**src/design/aud_rec_pkg.sv**
```systemverilog
package aud_rec_pkg;

    localparam int SAMPLE_W      = 16;
    localparam int ADDR_W        = 20;
    localparam int REC_WORDS_MAX = 1024000;   // 1000 x 1024 words, just under a full 1M SRAM.

    // one finished left-channel word, valid for a single cycle.
    typedef struct packed {
        logic                valid;
        logic [SAMPLE_W-1:0] sample;
    } audio_word_t;

    // one SRAM write request from the sequencer.
    typedef struct packed {
        logic                req;
        logic [ADDR_W-1:0]   addr;
        logic [SAMPLE_W-1:0] data;
    } sram_req_t;

    typedef enum logic [1:0] {
        REC_IDLE,
        REC_RUN,
        REC_PAUSE,
        REC_DONE
    } rec_state_e;

    // setup, strobe and hold each take one cycle.
    typedef enum logic [1:0] {
        WR_IDLE,
        WR_SETUP,
        WR_STROBE,
        WR_HOLD
    } wr_phase_e;

endpackage

```
**src/design/aud_rec_top.sv**
```systemverilog
`timescale 1ns/1ns

module aud_rec_top import aud_rec_pkg::*; #(
    parameter int unsigned MAX_WORDS = REC_WORDS_MAX
) (
    input  logic                i_clk,
    input  logic                i_rst_n,
    input  logic                i_lrc,
    input  logic                i_data,
    input  logic                i_start,
    input  logic                i_pause,
    input  logic                i_stop,
    output logic [ADDR_W-1:0]   o_sram_addr,
    output logic [SAMPLE_W-1:0] o_sram_data,
    output logic                o_sram_we_n,
    output logic                o_recording,
    output logic                o_paused,
    output logic                o_done,
    output logic [ADDR_W-1:0]   o_length
);

audio_word_t cap_word;                                  // left words out of the serial input.
sram_req_t   seq_req;

i2s_left_capture u_capture (
    .i_clk   (i_clk),
    .i_rst_n (i_rst_n),
    .i_lrc   (i_lrc),
    .i_data  (i_data),
    .o_word  (cap_word)
);

rec_sequencer #(
    .MAX_WORDS (MAX_WORDS)
) u_sequencer (
    .i_clk       (i_clk),
    .i_rst_n     (i_rst_n),
    .i_start     (i_start),
    .i_pause     (i_pause),
    .i_stop      (i_stop),
    .i_word      (cap_word),
    .o_req       (seq_req),
    .o_recording (o_recording),
    .o_paused    (o_paused),
    .o_done      (o_done),
    .o_length    (o_length)
);

sram_write_port u_write (
    .i_clk       (i_clk),
    .i_rst_n     (i_rst_n),
    .i_req       (seq_req),
    .o_sram_addr (o_sram_addr),
    .o_sram_data (o_sram_data),
    .o_sram_we_n (o_sram_we_n)
);

endmodule

```
**src/design/i2s_left_capture.sv**
```systemverilog
`timescale 1ns/1ns

module i2s_left_capture import aud_rec_pkg::*; (
    input  logic        i_clk,
    input  logic        i_rst_n,
    input  logic        i_lrc,
    input  logic        i_data,
    output audio_word_t o_word
);

logic                lrc_r;
logic [4:0]          cnt_r, cnt_w;
logic [SAMPLE_W-1:0] shift_r, shift_w;
logic                valid_r, valid_w;
logic                left_start;
logic                left_shift;

// The left phase opens on the first low sample after a high one.
assign left_start = lrc_r && !i_lrc;

// keep shifting until the word is full, later bits are ignored.
assign left_shift = !i_lrc && (cnt_r != 5'd0) && (cnt_r < 5'(SAMPLE_W));

always_comb begin
    cnt_w   = cnt_r;
    shift_w = shift_r;
    valid_w = 1'b0;
    if (i_lrc) begin
        cnt_w = 5'd0;                                   // a short word is dropped here.
    end
    else if (left_start || left_shift) begin
        shift_w = {shift_r[SAMPLE_W-2:0], i_data};      // msb arrives first.
        cnt_w   = left_start ? 5'd1 : cnt_r + 5'd1;
        valid_w = (cnt_r == 5'(SAMPLE_W - 1));          // this edge stores the last bit.
    end
end

always_ff @(posedge i_clk) begin
    if (i_rst_n) begin
        lrc_r   <= 1'b0;                                // no word starts mid-phase after reset.
        cnt_r   <= 5'd0;
        valid_r <= 1'b0;
    end
    else begin
        lrc_r   <= i_lrc;
        cnt_r   <= cnt_w;
        valid_r <= valid_w;
    end
end

always_ff @(posedge i_clk) begin
    shift_r <= shift_w;
end

assign o_word.valid  = valid_r;
assign o_word.sample = shift_r;

// The strobe must be a single pulse per left phase.
a_valid_single : assert property (
    @(posedge i_clk) disable iff (i_rst_n)
    o_word.valid |=> !o_word.valid
) else $error("capture strobe lasted more than one cycle");

endmodule

```
**src/design/rec_sequencer.sv**
```systemverilog
`timescale 1ns/1ns

module rec_sequencer import aud_rec_pkg::*; #(
    parameter int unsigned MAX_WORDS = REC_WORDS_MAX
) (
    input  logic              i_clk,
    input  logic              i_rst_n,
    input  logic              i_start,
    input  logic              i_pause,
    input  logic              i_stop,
    input  audio_word_t       i_word,
    output sram_req_t         o_req,
    output logic              o_recording,
    output logic              o_paused,
    output logic              o_done,
    output logic [ADDR_W-1:0] o_length
);

rec_state_e        state_r, state_w;
logic [ADDR_W-1:0] wr_addr_r, wr_addr_w;
logic              word_take;
logic              limit_hit;

// only words that land while running are recorded.
assign word_take = (state_r == REC_RUN) && i_word.valid;

// the write that fills the last allowed slot ends the take.
assign limit_hit = word_take && (wr_addr_r == ADDR_W'(MAX_WORDS - 1));

always_comb begin
    state_w   = state_r;
    wr_addr_w = wr_addr_r;
    case (state_r)
        REC_IDLE: begin
            if (i_start) begin
                wr_addr_w = '0;                         // a new take starts at word 0.
                state_w   = REC_RUN;
            end
        end
        REC_RUN: begin
            if (word_take) begin
                wr_addr_w = wr_addr_r + 1'b1;
            end
            if (i_stop || limit_hit) begin
                state_w = REC_DONE;
            end
            else if (i_pause) begin
                state_w = REC_PAUSE;
            end
        end
        REC_PAUSE: begin
            if (i_stop) begin
                state_w = REC_DONE;
            end
            else if (i_pause) begin
                state_w = REC_RUN;                      // resume at the next address.
            end
        end
        REC_DONE: begin
            state_w = REC_IDLE;
        end
        default: begin
            state_w = REC_IDLE;
        end
    endcase
end

always_ff @(posedge i_clk) begin
    if (i_rst_n) begin
        state_r   <= REC_IDLE;
        wr_addr_r <= '0;
    end
    else begin
        state_r   <= state_w;
        wr_addr_r <= wr_addr_w;
    end
end

// request goes out in the same cycle as the word strobe.
assign o_req.req  = word_take;
assign o_req.addr = wr_addr_r;
assign o_req.data = i_word.sample;

assign o_recording = (state_r == REC_RUN) || (state_r == REC_PAUSE);
assign o_paused    = (state_r == REC_PAUSE);
assign o_done      = (state_r == REC_DONE);

// Every write moves the address by one, so it doubles as the word count.
assign o_length = wr_addr_r;

// a request only comes while running and never past the last allowed slot.
a_req_in_run : assert property (
    @(posedge i_clk) disable iff (i_rst_n)
    o_req.req |-> (state_r == REC_RUN) && (o_req.addr < ADDR_W'(MAX_WORDS))
) else $error("write request outside recording or beyond the word limit");

a_done_pulse : assert property (
    @(posedge i_clk) disable iff (i_rst_n)
    o_done |=> !o_done
) else $error("done held for more than one cycle");

endmodule

```
**src/design/sram_write_port.sv**
```systemverilog
`timescale 1ns/1ns

module sram_write_port import aud_rec_pkg::*; (
    input  logic                i_clk,
    input  logic                i_rst_n,
    input  sram_req_t           i_req,
    output logic [ADDR_W-1:0]   o_sram_addr,
    output logic [SAMPLE_W-1:0] o_sram_data,
    output logic                o_sram_we_n
);

wr_phase_e           phase_r, phase_w;
logic                we_n_r, we_n_w;
logic [ADDR_W-1:0]   addr_r;
logic [SAMPLE_W-1:0] data_r;
logic                load;

assign load = (phase_r == WR_IDLE) && i_req.req;

always_comb begin
    phase_w = phase_r;
    we_n_w  = 1'b1;
    case (phase_r)
        WR_IDLE: begin
            if (i_req.req) begin
                phase_w = WR_SETUP;                     // address and data settle first.
            end
        end
        WR_SETUP: begin
            phase_w = WR_STROBE;
            we_n_w  = 1'b0;                             // low for the strobe cycle only.
        end
        WR_STROBE: begin
            phase_w = WR_HOLD;
        end
        WR_HOLD: begin
            phase_w = WR_IDLE;                          // hold ends, bus is free again.
        end
        default: begin
            phase_w = WR_IDLE;
        end
    endcase
end

always_ff @(posedge i_clk) begin
    if (i_rst_n) begin
        phase_r <= WR_IDLE;
        we_n_r  <= 1'b1;
    end
    else begin
        phase_r <= phase_w;
        we_n_r  <= we_n_w;
    end
end

always_ff @(posedge i_clk) begin
    if (load) begin
        addr_r <= i_req.addr;
        data_r <= i_req.data;
    end
end

assign o_sram_addr = addr_r;
assign o_sram_data = data_r;
assign o_sram_we_n = we_n_r;

// words come 17 or more cycles apart, so a write is never still in flight.
a_req_when_idle : assert property (
    @(posedge i_clk) disable iff (i_rst_n)
    i_req.req |-> (phase_r == WR_IDLE)
) else $error("write request arrived while a write was in progress");

endmodule

```
**config.mk**
```make
export PLATFORM = sky130hd
export DESIGN_NAME = aud_rec_top
export DESIGN_NICKNAME = d
export VERILOG_FILES = /design/src/design/aud_rec_pkg.sv /design/src/design/aud_rec_top.sv /design/src/design/i2s_left_capture.sv /design/src/design/rec_sequencer.sv /design/src/design/sram_write_port.sv
export SDC_FILE = /design/constraint.sdc
export NUM_CORES = 1
export LEC_CHECK = 0
export CAP_MARGIN = 5
export CORE_ASPECT_RATIO = 0.5
export CORE_MARGIN = 4
export CORE_UTILIZATION = 45
export DETAILED_ROUTE_END_ITERATION = 6
export DONT_BUFFER_PORTS = 1
export HOLD_SLACK_MARGIN = 0.02
export SYNTH_ARGS = -nofsm -noshare
export SYNTH_HDL_FRONTEND = slang
export SYNTH_HIERARCHICAL = 1
export SYNTH_SLANG_ARGS = --single-unit
export TNS_END_PERCENT = 30
```
**constraint.sdc**
```tcl
create_clock -name i_clk -period 2.3 [get_ports i_clk]
set_input_delay 0.115 -clock i_clk [delete_from_list [all_inputs] [get_ports i_clk]]
set_output_delay 0.115 -clock i_clk [all_outputs]
set_load 0.005 [all_outputs]
```
# [Yosys cells after proc, flatten, opt, wreduce, memory -nomap -nowiden]
# Index checks and enable logic that the tools add are counted.
# Widths: inputs -> output; s select.
[totals] regBits=84 input_bits=7 elab_cells=60
[classes] addsub=2 magnitude_cmp=1 n_eq_ne=13 n_mux=13 bitwise=2 n_reduce_logical=19
[ops] operator="$mux 20" count=2
[ops] operator="$pmux 20 s2" count=1
[ops] operator="$add 20x1->20 const B" count=1
[ops] operator="$eq 20x20->1 const B" count=1
[ops] operator="$pmux 2 s4" count=2
[ops] operator="$mux 2" count=6
[ops] operator="$eq 2x2->1 const B" count=4
[ops] operator="$logic_and 1x1->1" count=6
[ops] operator="$ne 3x3->1 const B" count=2
[ops] operator="$reduce_and 3->1" count=2
[ops] operator="$add 5x1->5 const B" count=1
[ops] operator="$eq 5x4->1 const B" count=1
[ops] operator="$lt 5x5->1 const B" count=1
[ops] operator="$mux 5" count=1
[ops] operator="$reduce_bool 5->1" count=1
[ops] operator="$eq 2x1->1 const B" count=2
[ops] operator="$logic_not 2->1" count=2
[ops] operator="$ne 2x2->1 const B" count=2
[ops] operator="$logic_or 1x1->1" count=3
[ops] operator="$reduce_or 3->1" count=1
[ops] operator="$ne 2x1->1 const B" count=1
[ops] operator="$not 1->1" count=2
[ops] operator="$reduce_and 2->1" count=1
[ops] operator="$reduce_bool 2->1" count=1
[ops] operator="3 further kinds" count=3

# [Logic depth before layout (Yosys ltp)]
# Gate-level depths: netlist of run 1.
[depth] word_depth=6 depth_mapped=8 ltp_nobuf=7

# [Modules after synthesis]
# Netlist of run 1, hierarchy kept.
[by_module_without_submodules] mod="rec_sequencer" instances=1 cells_each=168 area_per_inst_um2=1412.6 seq_area_each_um2=440.4
[by_module_without_submodules] mod="sram_write_port" instances=1 cells_each=53 area_per_inst_um2=1247.4 seq_area_each_um2=1141.1
[by_module_without_submodules] mod="i2s_left_capture" instances=1 cells_each=56 area_per_inst_um2=865.8 seq_area_each_um2=620.6

# [Least setup slack after synthesis of run 1]
# No wires, ideal clock.
[synth_timing] kind="register -> register" from="register u_capture.cnt_r[0]" to="register u_capture.shift_r[0] (enable)" arrival_time_ns=1.642 t_required_ns=1.905 setup_slack_ns=0.263 path_stages_with_launch=5 synth_period_minus_slack_ns=2.037 cell_sequence="dfxtp_1 -> inv_1 -> ha_1 -> nor3b_4 -> o22ai_1"
[synth_via] elab_chain_cells=5 word_cells_on_any_way=6
[synth_rtl] element="start: declaration" line_no="i2s_left_capture.sv:12" rtl="logic [4:0] cnt_r, cnt_w;"
[synth_rtl] element="start signal: assignment" line_no="i2s_left_capture.sv:46" rtl="cnt_r <= cnt_w;"
[synth_rtl] element="branches (longest 2 deep; another with $lt 5x5->1)"
[synth_rtl] element="$logic_and 1x1->1 *" line_no="i2s_left_capture.sv:22" rtl="assign left_shift = !i_lrc && (cnt_r != 5'd0) && (cnt_r < 5'(SAMPLE_W));"
[synth_rtl] element="$logic_or 1x1->1 *" line_no="i2s_left_capture.sv:31" rtl="else if (left_start || left_shift) begin"
[synth_rtl] element="$reduce_and 2->1 (no source line) *"
[synth_rtl] element="end signal: assignment" line_no="i2s_left_capture.sv:52" rtl="shift_r <= shift_w;"
[synth_rtl] element="end: declaration" line_no="i2s_left_capture.sv:13" rtl="logic [SAMPLE_W-1:0] shift_r, shift_w;"
# Mark *: on every way between the ends.
# A chain may end at the register's enable or synchronous reset.

# [Final worst setup path of run 1]
[layout_timing] from="register u_sequencer.state_r[0]" to="register u_sequencer.wr_addr_r[12], in the netlist u_sequencer/o_length[12]"
[layout_via] elab_chain_cells=4 word_cells_on_any_way=8
[layout_rtl] element="start: declaration" line_no="rec_sequencer.sv:19" rtl="rec_state_e state_r, state_w;"
[layout_rtl] element="start signal: assignment" line_no="rec_sequencer.sv:74" rtl="state_r <= state_w;"
[layout_rtl] element="$eq 2x1->1" line_no="rec_sequencer.sv:25, rec_sequencer.sv:33"
[layout_rtl] element="$logic_and 1x1->1" line_no="rec_sequencer.sv:25" rtl="assign word_take = (state_r == REC_RUN) && i_word.valid;"
[layout_rtl] element="$ne 2x1->1 (no source line)"
[layout_rtl] element="$reduce_and 3->1 (no source line)"
[layout_rtl] element="end signal: assignment" line_no="rec_sequencer.sv:75" rtl="wr_addr_r <= wr_addr_w;"
[layout_rtl] element="end: declaration" line_no="rec_sequencer.sv:20" rtl="logic [ADDR_W-1:0] wr_addr_r, wr_addr_w;"
# Parallel ways exist; a longest one is shown, timed or not.

==> results of run 1 <==
==> per-layer routing <==
| metal | track usage | vias up |
|---|---|---|
| li1 | - | 906 |
| met1 | 0.170 | 888 |
| met2 | 0.201 | 52 |
| met3 | 0.0483 | 9 |
| met4 | 0.0582 | 0 |
| met5 | 0 | - |
==> metrics by stage <==
step                      setup WS (ns)  power [mW]  hold WS [ns]  instances
after floorplan                   0.263        2.02         0.184        277
after global placement            0.245        2.05         0.189        350
after detailed placement          0.114        2.08         0.189        350
after CTS                         0.104        3.43        0.0308        369
after global routing             0.0489        3.56        0.0492        369
final                             0.224        3.40        0.0540        369
==> cells by family after synthesis <==
logic type | count (synthesis)
multiplexers | 3
AND/OR/NAND/NOR | 87
flip-flops | 84
buffers and inverters | 50
adder cells (fa/ha/maj) | 13
XOR/XNOR | 18
AO/OA/AOI/OAI | 22
==> layout make-up <==
class,count,area [µm²],area share
Clock buffer,13,262,0.0699
Sequential cell,84,2200,0.589
Inverter,9,33.8,0.00903
Multi-Input combinational cell,143,998,0.267
Timing Repair Buffer,9,87.6,0.0234
Clock inverter,3,21.3,0.00569
Tap cell,108,135,0.0361
==> worst reg2reg max path: cells and delay by family (launching register included) <==
family,cells,cell delay [ns]
XOR/XNOR,1,0.14
adder cells (fa/ha/maj),1,0.26
buffers and inverters,1,0.13
flip-flops,1,0.38
AND/OR/NAND/NOR,4,1.05
==> sequential cells by signal, summed over array words and instances (netlist names) <==
name                  count
u_sequencer/o_length     20
u_write/o_sram_addr      20
u_capture/shift_r        16
u_write/o_sram_data      16
u_capture/cnt_r           5
u_sequencer/state_r       2
u_write/phase_r           2
u_capture/lrc_r           1
u_capture/valid_r         1
u_write/o_sram_we_n       1
==> path summary, 6_finish.rpt <==
path,startpoint,slack (ns),end,cells past startpoint
worst max-delay path,u_sequencer/state_r[0],0.22,u_sequencer/o_length[12],7
worst min register to register,u_capture/shift_r[15],0.42,u_write/o_sram_data[15],0
worst min-delay path,i_lrc,0.05,u_capture/cnt_r[1],3
worst max register to register,u_sequencer/state_r[0],0.22,u_sequencer/o_length[12],7
==> what timing repair did <==
item | 4_1_cts | 5_1_grt
setup buffers | 0 | 0
hold endpoints to repair | 13 | 0
endpoints found under the setup margin | 0 | 4
gates resized for setup | 0 | 1
hold buffers | 3 | 0
==> cell usage after synthesis, types with 2 or more instances <==
library cell  count  share of area
edfxtp_1         52           0.44
buf_4            40          0.085
dfxtp_1          32           0.18
nor2_1           25          0.027
xor2_1           17          0.042
ha_1             13          0.046
nand2_1          12          0.013
nand3_1          12          0.017
inv_1             9         0.0096
nand4_1           7          0.012
a21oi_1           5         0.0071
o21ai_0           5         0.0071
nand2b_1          4         0.0071
and3_1            3         0.0053
nor3_1            3         0.0043
nor4b_1           3         0.0075
a21boi_0          2         0.0043
and2_1            2         0.0035
and4_1            2         0.0050
mux2i_1           2         0.0057
nor4_1            2         0.0035
==> power breakdown <==
group / total (mW) / internal (mW) / switching (mW) / leakage (nW)
combinational: 0.381 / 0.133 / 0.248 / 0.422
sequential: 1.68 / 1.64 / 0.0425 / 0.700
clock: 1.33 / 0.798 / 0.537 / 0.135
==> impl_metrics.env, run 1 <==
export IMPL_drive_above_1_share=0.115
export IMPL_ys_warn_count=6
export IMPL_die_area_mm2=0.00940
export IMPL_antenna_cells=0
export IMPL_skew_ns=0.00653
export IMPL_via_per_inst=5.03
export IMPL_outcome="finished clean"
export IMPL_ys_types=46
export IMPL_synth_compound_area_frac=0.0405
export IMPL_relSlewSlack=0.693
export IMPL_synthSimpleGateAreaFrac=0.139
export IMPL_initial_core_util=0.473
export IMPL_place_congestion=0.768
export IMPL_synth_mux_area_frac=0.00958
export IMPL_grt_total_usage=0.132
export IMPL_route_met3_wl_um=346
export IMPL_io_pins=67
export IMPL_fillCellCount=656
export IMPL_p_leak_nw=1.26
export IMPL_cts_buffers=9
export IMPL_row_count=22
export IMPL_coreArea_mm2=0.00746
export IMPL_synthesis_nets=297
export IMPL_synth_top_family_by_area="simple AND/OR/NAND/NOR gates"
export IMPL_h_tree_depth=3
export IMPL_syn_avg_cell_area_um2=12.7
export IMPL_cts_sinks=84
export IMPL_wl_met1_mm=2.68
export IMPL_fin_area_mm2=0.00374
export IMPL_dr_wl_met2_mm=2.66
export IMPL_p_per_area_mw_per_mm2=908
export IMPL_slowest_stage="or4b_1"
export IMPL_dpl_hpwl_mm=4.03
export IMPL_cap_violations=0
export IMPL_syn_area_mm2=0.00353
export IMPL_path_class="reg -> reg"
export IMPL_antenna_found_initial=0
export IMPL_drt_iter0_drc=105
export IMPL_yosys_register_bits=84
export IMPL_firstDrtPassIters=4
export IMPL_synth_edf_count=52
export IMPL_clock_fmax_mhz=482
export IMPL_irDropWorstVdd_uv=352
export IMPL_synth_ff_type="edfxtp_1"
export IMPL_cpLargestDelayFamily="simple AND/OR/NAND/NOR gates"
export IMPL_crit_required_ns=2.52
export IMPL_cts_tree="done"
export IMPL_cp_start_kind="flop"
export IMPL_setup_viol=0
export IMPL_worst_path_buf_inv=1
export IMPL_synth_xor_xnor_area_share=0.0447
export IMPL_avgRoutedWirePerCell_um=15.6
export IMPL_path_cells="inv_1 -> ha_1 -> and2b_1 -> nor3_4 -> or4b_1 -> xor2_1 -> nor2_1"
export IMPL_period_minus_slack_ns=2.08
export IMPL_hold_violations=0
export IMPL_clk_latency_ns=0.33
export IMPL_hp_class="in -> reg"
export IMPL_path_max_fanout=8
export IMPL_grt_pass1_wl_mm=9.60
export IMPL_cp_arrival_ns=2.29
export IMPL_fin_util=0.501
export IMPL_ant_nets=0
export IMPL_fp_dieH_um=70.6
export IMPL_layout_common_cells="edfxtp_1 (52), dfxtp_1 (32), nor2_1 (25)"
export IMPL_ys_async_sr_fraction=0
export IMPL_yosysSeqAreaShare=0.625
export IMPL_fin_setup_tns_ns=0
export IMPL_worstMarginPinSlew_ns=0.452
export IMPL_root_buffer="clkbuf_16"
export IMPL_placement_io_buffers=0
export IMPL_drc=0
export IMPL_final_nets=276
export IMPL_synth_fa_ha_area_frac=0.0461
export IMPL_grt_ovfl_total=0
export IMPL_synthCells=277
export IMPL_clockBufferDepth=2
export IMPL_die_w_um=133
export IMPL_grt_max_degree=37
export IMPL_cp_end_kind="flop"
export IMPL_post_dp_cell_area_mm2=0.00342
export IMPL_rsz0062_at_grt="no"
export IMPL_final_common_cell="edfxtp_1"
export IMPL_cpPeakStageDelay_ns=0.46
export IMPL_period_share=0.903
export IMPL_grt_pass1_vias=1835
export IMPL_path_clk_slew_ns=0.06
export IMPL_drv_slew=0
export IMPL_syn2layout_area_growth_pct=6.07
export IMPL_drt_wl_total_mm=5.77
export IMPL_dr_total_vias=1855
export IMPL_topRoutingLayerUsed="met4"
Note: power is estimated with default switching activity, not from simulation.
==> inputs of run 2 (changes only) <==
--- a/config.mk
+++ b/config.mk
@@ -14,2 +14,4 @@
 export HOLD_SLACK_MARGIN = 0.02
+export PLACE_DENSITY = 0.65
+export REMOVE_ABC_BUFFERS = 1
 export SYNTH_ARGS = -nofsm -noshare
==> constraint.sdc (replaced) <==
create_clock -name i_clk -period 2.3 [get_ports i_clk]
set_input_delay 0.46 -clock i_clk [delete_from_list [all_inputs] [get_ports i_clk]]
set_output_delay 0.46 -clock i_clk [all_outputs]
set_load 0.005 [all_outputs]
==> impl_metrics.env, run 2 (synthesis gave the netlist of run 1 again) <==
export IMPL_fp_dieH_um=70.6
export IMPL_grt_ovfl_total=0
export IMPL_path_max_fanout=8
export IMPL_worst_path_buf_inv=1
export IMPL_path_class="reg -> reg"
export IMPL_io_pins=67
export IMPL_dr_total_vias=1858
export IMPL_skew_ns=0.00548
export IMPL_clockBufferDepth=2
export IMPL_drc=0
export IMPL_cts_sinks=84
export IMPL_final_common_cell="edfxtp_1"
export IMPL_firstDrtPassIters=4
export IMPL_pre_cts_ws_ns=0.174
export IMPL_grt_pass1_vias=1845
export IMPL_hp_class="in -> reg"
export IMPL_root_buffer="clkbuf_16"
export IMPL_drt_wl_total_mm=5.86
export IMPL_post_dp_cell_area_mm2=0.00341
export IMPL_cts_hold_buf=0
export IMPL_final_nets=273
export IMPL_grt_max_degree=37
export IMPL_placement_io_buffers=0
export IMPL_antenna_cells=0
export IMPL_cp_start_kind="flop"
export IMPL_coreArea_mm2=0.00746
export IMPL_grt_pass1_wl_mm=9.66
export IMPL_dpl_hpwl_mm=4.05
export IMPL_setup_slack_ns=0.218
export IMPL_cpLargestDelayFamily="simple AND/OR/NAND/NOR gates"
export IMPL_fin_util=0.496
export IMPL_h_tree_depth=3
export IMPL_slowest_stage="or4b_1"
export IMPL_place_congestion=0.784
export IMPL_path_clk_slew_ns=0.06
export IMPL_p_per_area_mw_per_mm2=919
export IMPL_p_leak_nw=1.24
export IMPL_avgRoutedWirePerCell_um=16.0
export IMPL_initial_core_util=0.473
export IMPL_cts_tree="done"
export IMPL_path_cells="inv_1 -> ha_1 -> and2b_1 -> nor3_4 -> or4b_1 -> xor2_1 -> nor2_1"
export IMPL_antenna_found_initial=0
export IMPL_final_cells=366
export IMPL_placed_cells=350
export IMPL_ant_nets=0
export IMPL_period_share=0.905
export IMPL_clk_latency_ns=0.34
export IMPL_drv_slew=0
export IMPL_syn2layout_area_growth_pct=5.04
export IMPL_relSlewSlack=0.698
export IMPL_crit_required_ns=2.53
export IMPL_fin_area_mm2=0.00370
export IMPL_rsz0062_at_grt="no"
export IMPL_die_w_um=133
export IMPL_via_per_inst=5.08
export IMPL_row_count=22
export IMPL_layout_common_cells="edfxtp_1 (52), dfxtp_1 (32), nor2_1 (25)"
export IMPL_cts_buffers=9
export IMPL_hold_violations=0
export IMPL_period_minus_slack_ns=2.08
export IMPL_worstMarginPinSlew_ns=0.444
export IMPL_irDropWorstVdd_uv=515
export IMPL_outcome="finished clean"
export IMPL_cap_violations=0
export IMPL_drt_iter0_drc=131
export IMPL_cp_end_kind="flop"
export IMPL_fin_setup_tns_ns=0
export IMPL_clock_fmax_mhz=480
export IMPL_cp_arrival_ns=2.31
export IMPL_setup_viol=0
export IMPL_grt_total_usage=0.133
export IMPL_drive_above_1_share=0.120
export IMPL_cpPeakStageDelay_ns=0.46
export IMPL_die_area_mm2=0.00940
## run 2: changes by cell type in the layout (fill, tap and decap cells not counted)
| cell | before | now |
|---|---|---|
| clkbuf_1 | 3 | 0 |
| clkbuf_16 | 10 | 9 |
| inv_8 | 0 | 1 |
| clkinv_1 | 0 | 1 |
| dlygate4sd3_1 | 3 | 0 |
| inv_6 | 0 | 4 |
| o22ai_2 | 1 | 0 |
| clkinv_2 | 1 | 0 |
| o22ai_1 | 0 | 1 |
| clkinv_4 | 1 | 0 |
## run 2: repair_timing
action,in CTS,in global routing
buffers inserted,0,0
setup endpoints to repair,0,4
gates resized for setup,0,1
## run 2: per-stage QoR
step                hold WS, ns  power [mW]
CTS                       0.176        3.43
detailed placement        0.416        2.07
finish                    0.189        3.40
global placement          0.406        2.04
global route              0.167        3.57
floorplan                 0.400        1.98
## run 2: layer usage
metal,wire length [µm],GRT usage,share of wire,up-vias
met4,96,0.0536,0.016,0
met3,321,0.0597,0.055,9
met1,2540,0.157,0.43,913
met5,0,0,0,-
met2,2900,0.217,0.50,42
li1,-,-,-,894
## run 2: worst register-to-register path, delay by kind of cell (launching register included)
family	cells	cell delay [ns]
AND/OR/NAND/NOR	4	1.04
flip-flops	1	0.44
adder cells (fa/ha/maj)	1	0.24
XOR/XNOR	1	0.15
buffers and inverters	1	0.12
## run 2: worst paths after layout
kind | startpoint | endpoint | slack [ns] | depth (start not counted)
setup / recovery | u_sequencer/state_r[1] | u_sequencer/o_length[12] | 0.22 | 7
hold / removal | i_rst_n | u_capture/lrc_r | 0.19 | 1
setup reg to reg | u_sequencer/state_r[1] | u_sequencer/o_length[12] | 0.22 | 7
hold reg to reg | u_capture/shift_r[15] | u_write/o_sram_data[15] | 0.43 | 0
## run 2: report_power, final
part	total, mW	switching [mW]	internal, mW
logic	0.363	0.236	0.127
registers	1.68	0.0440	1.64
clock network	1.36	0.608	0.750
## run 2: area by class of cell
cell class,instances,area (µm²)
clock buffers,9,225
clock inverters,7,57.6
fillers,635,3760
inverters,9,33.8
multi-input cells,143,992
flip-flops and latches,84,2200
well taps,108,135
repair buffers,6,57.6
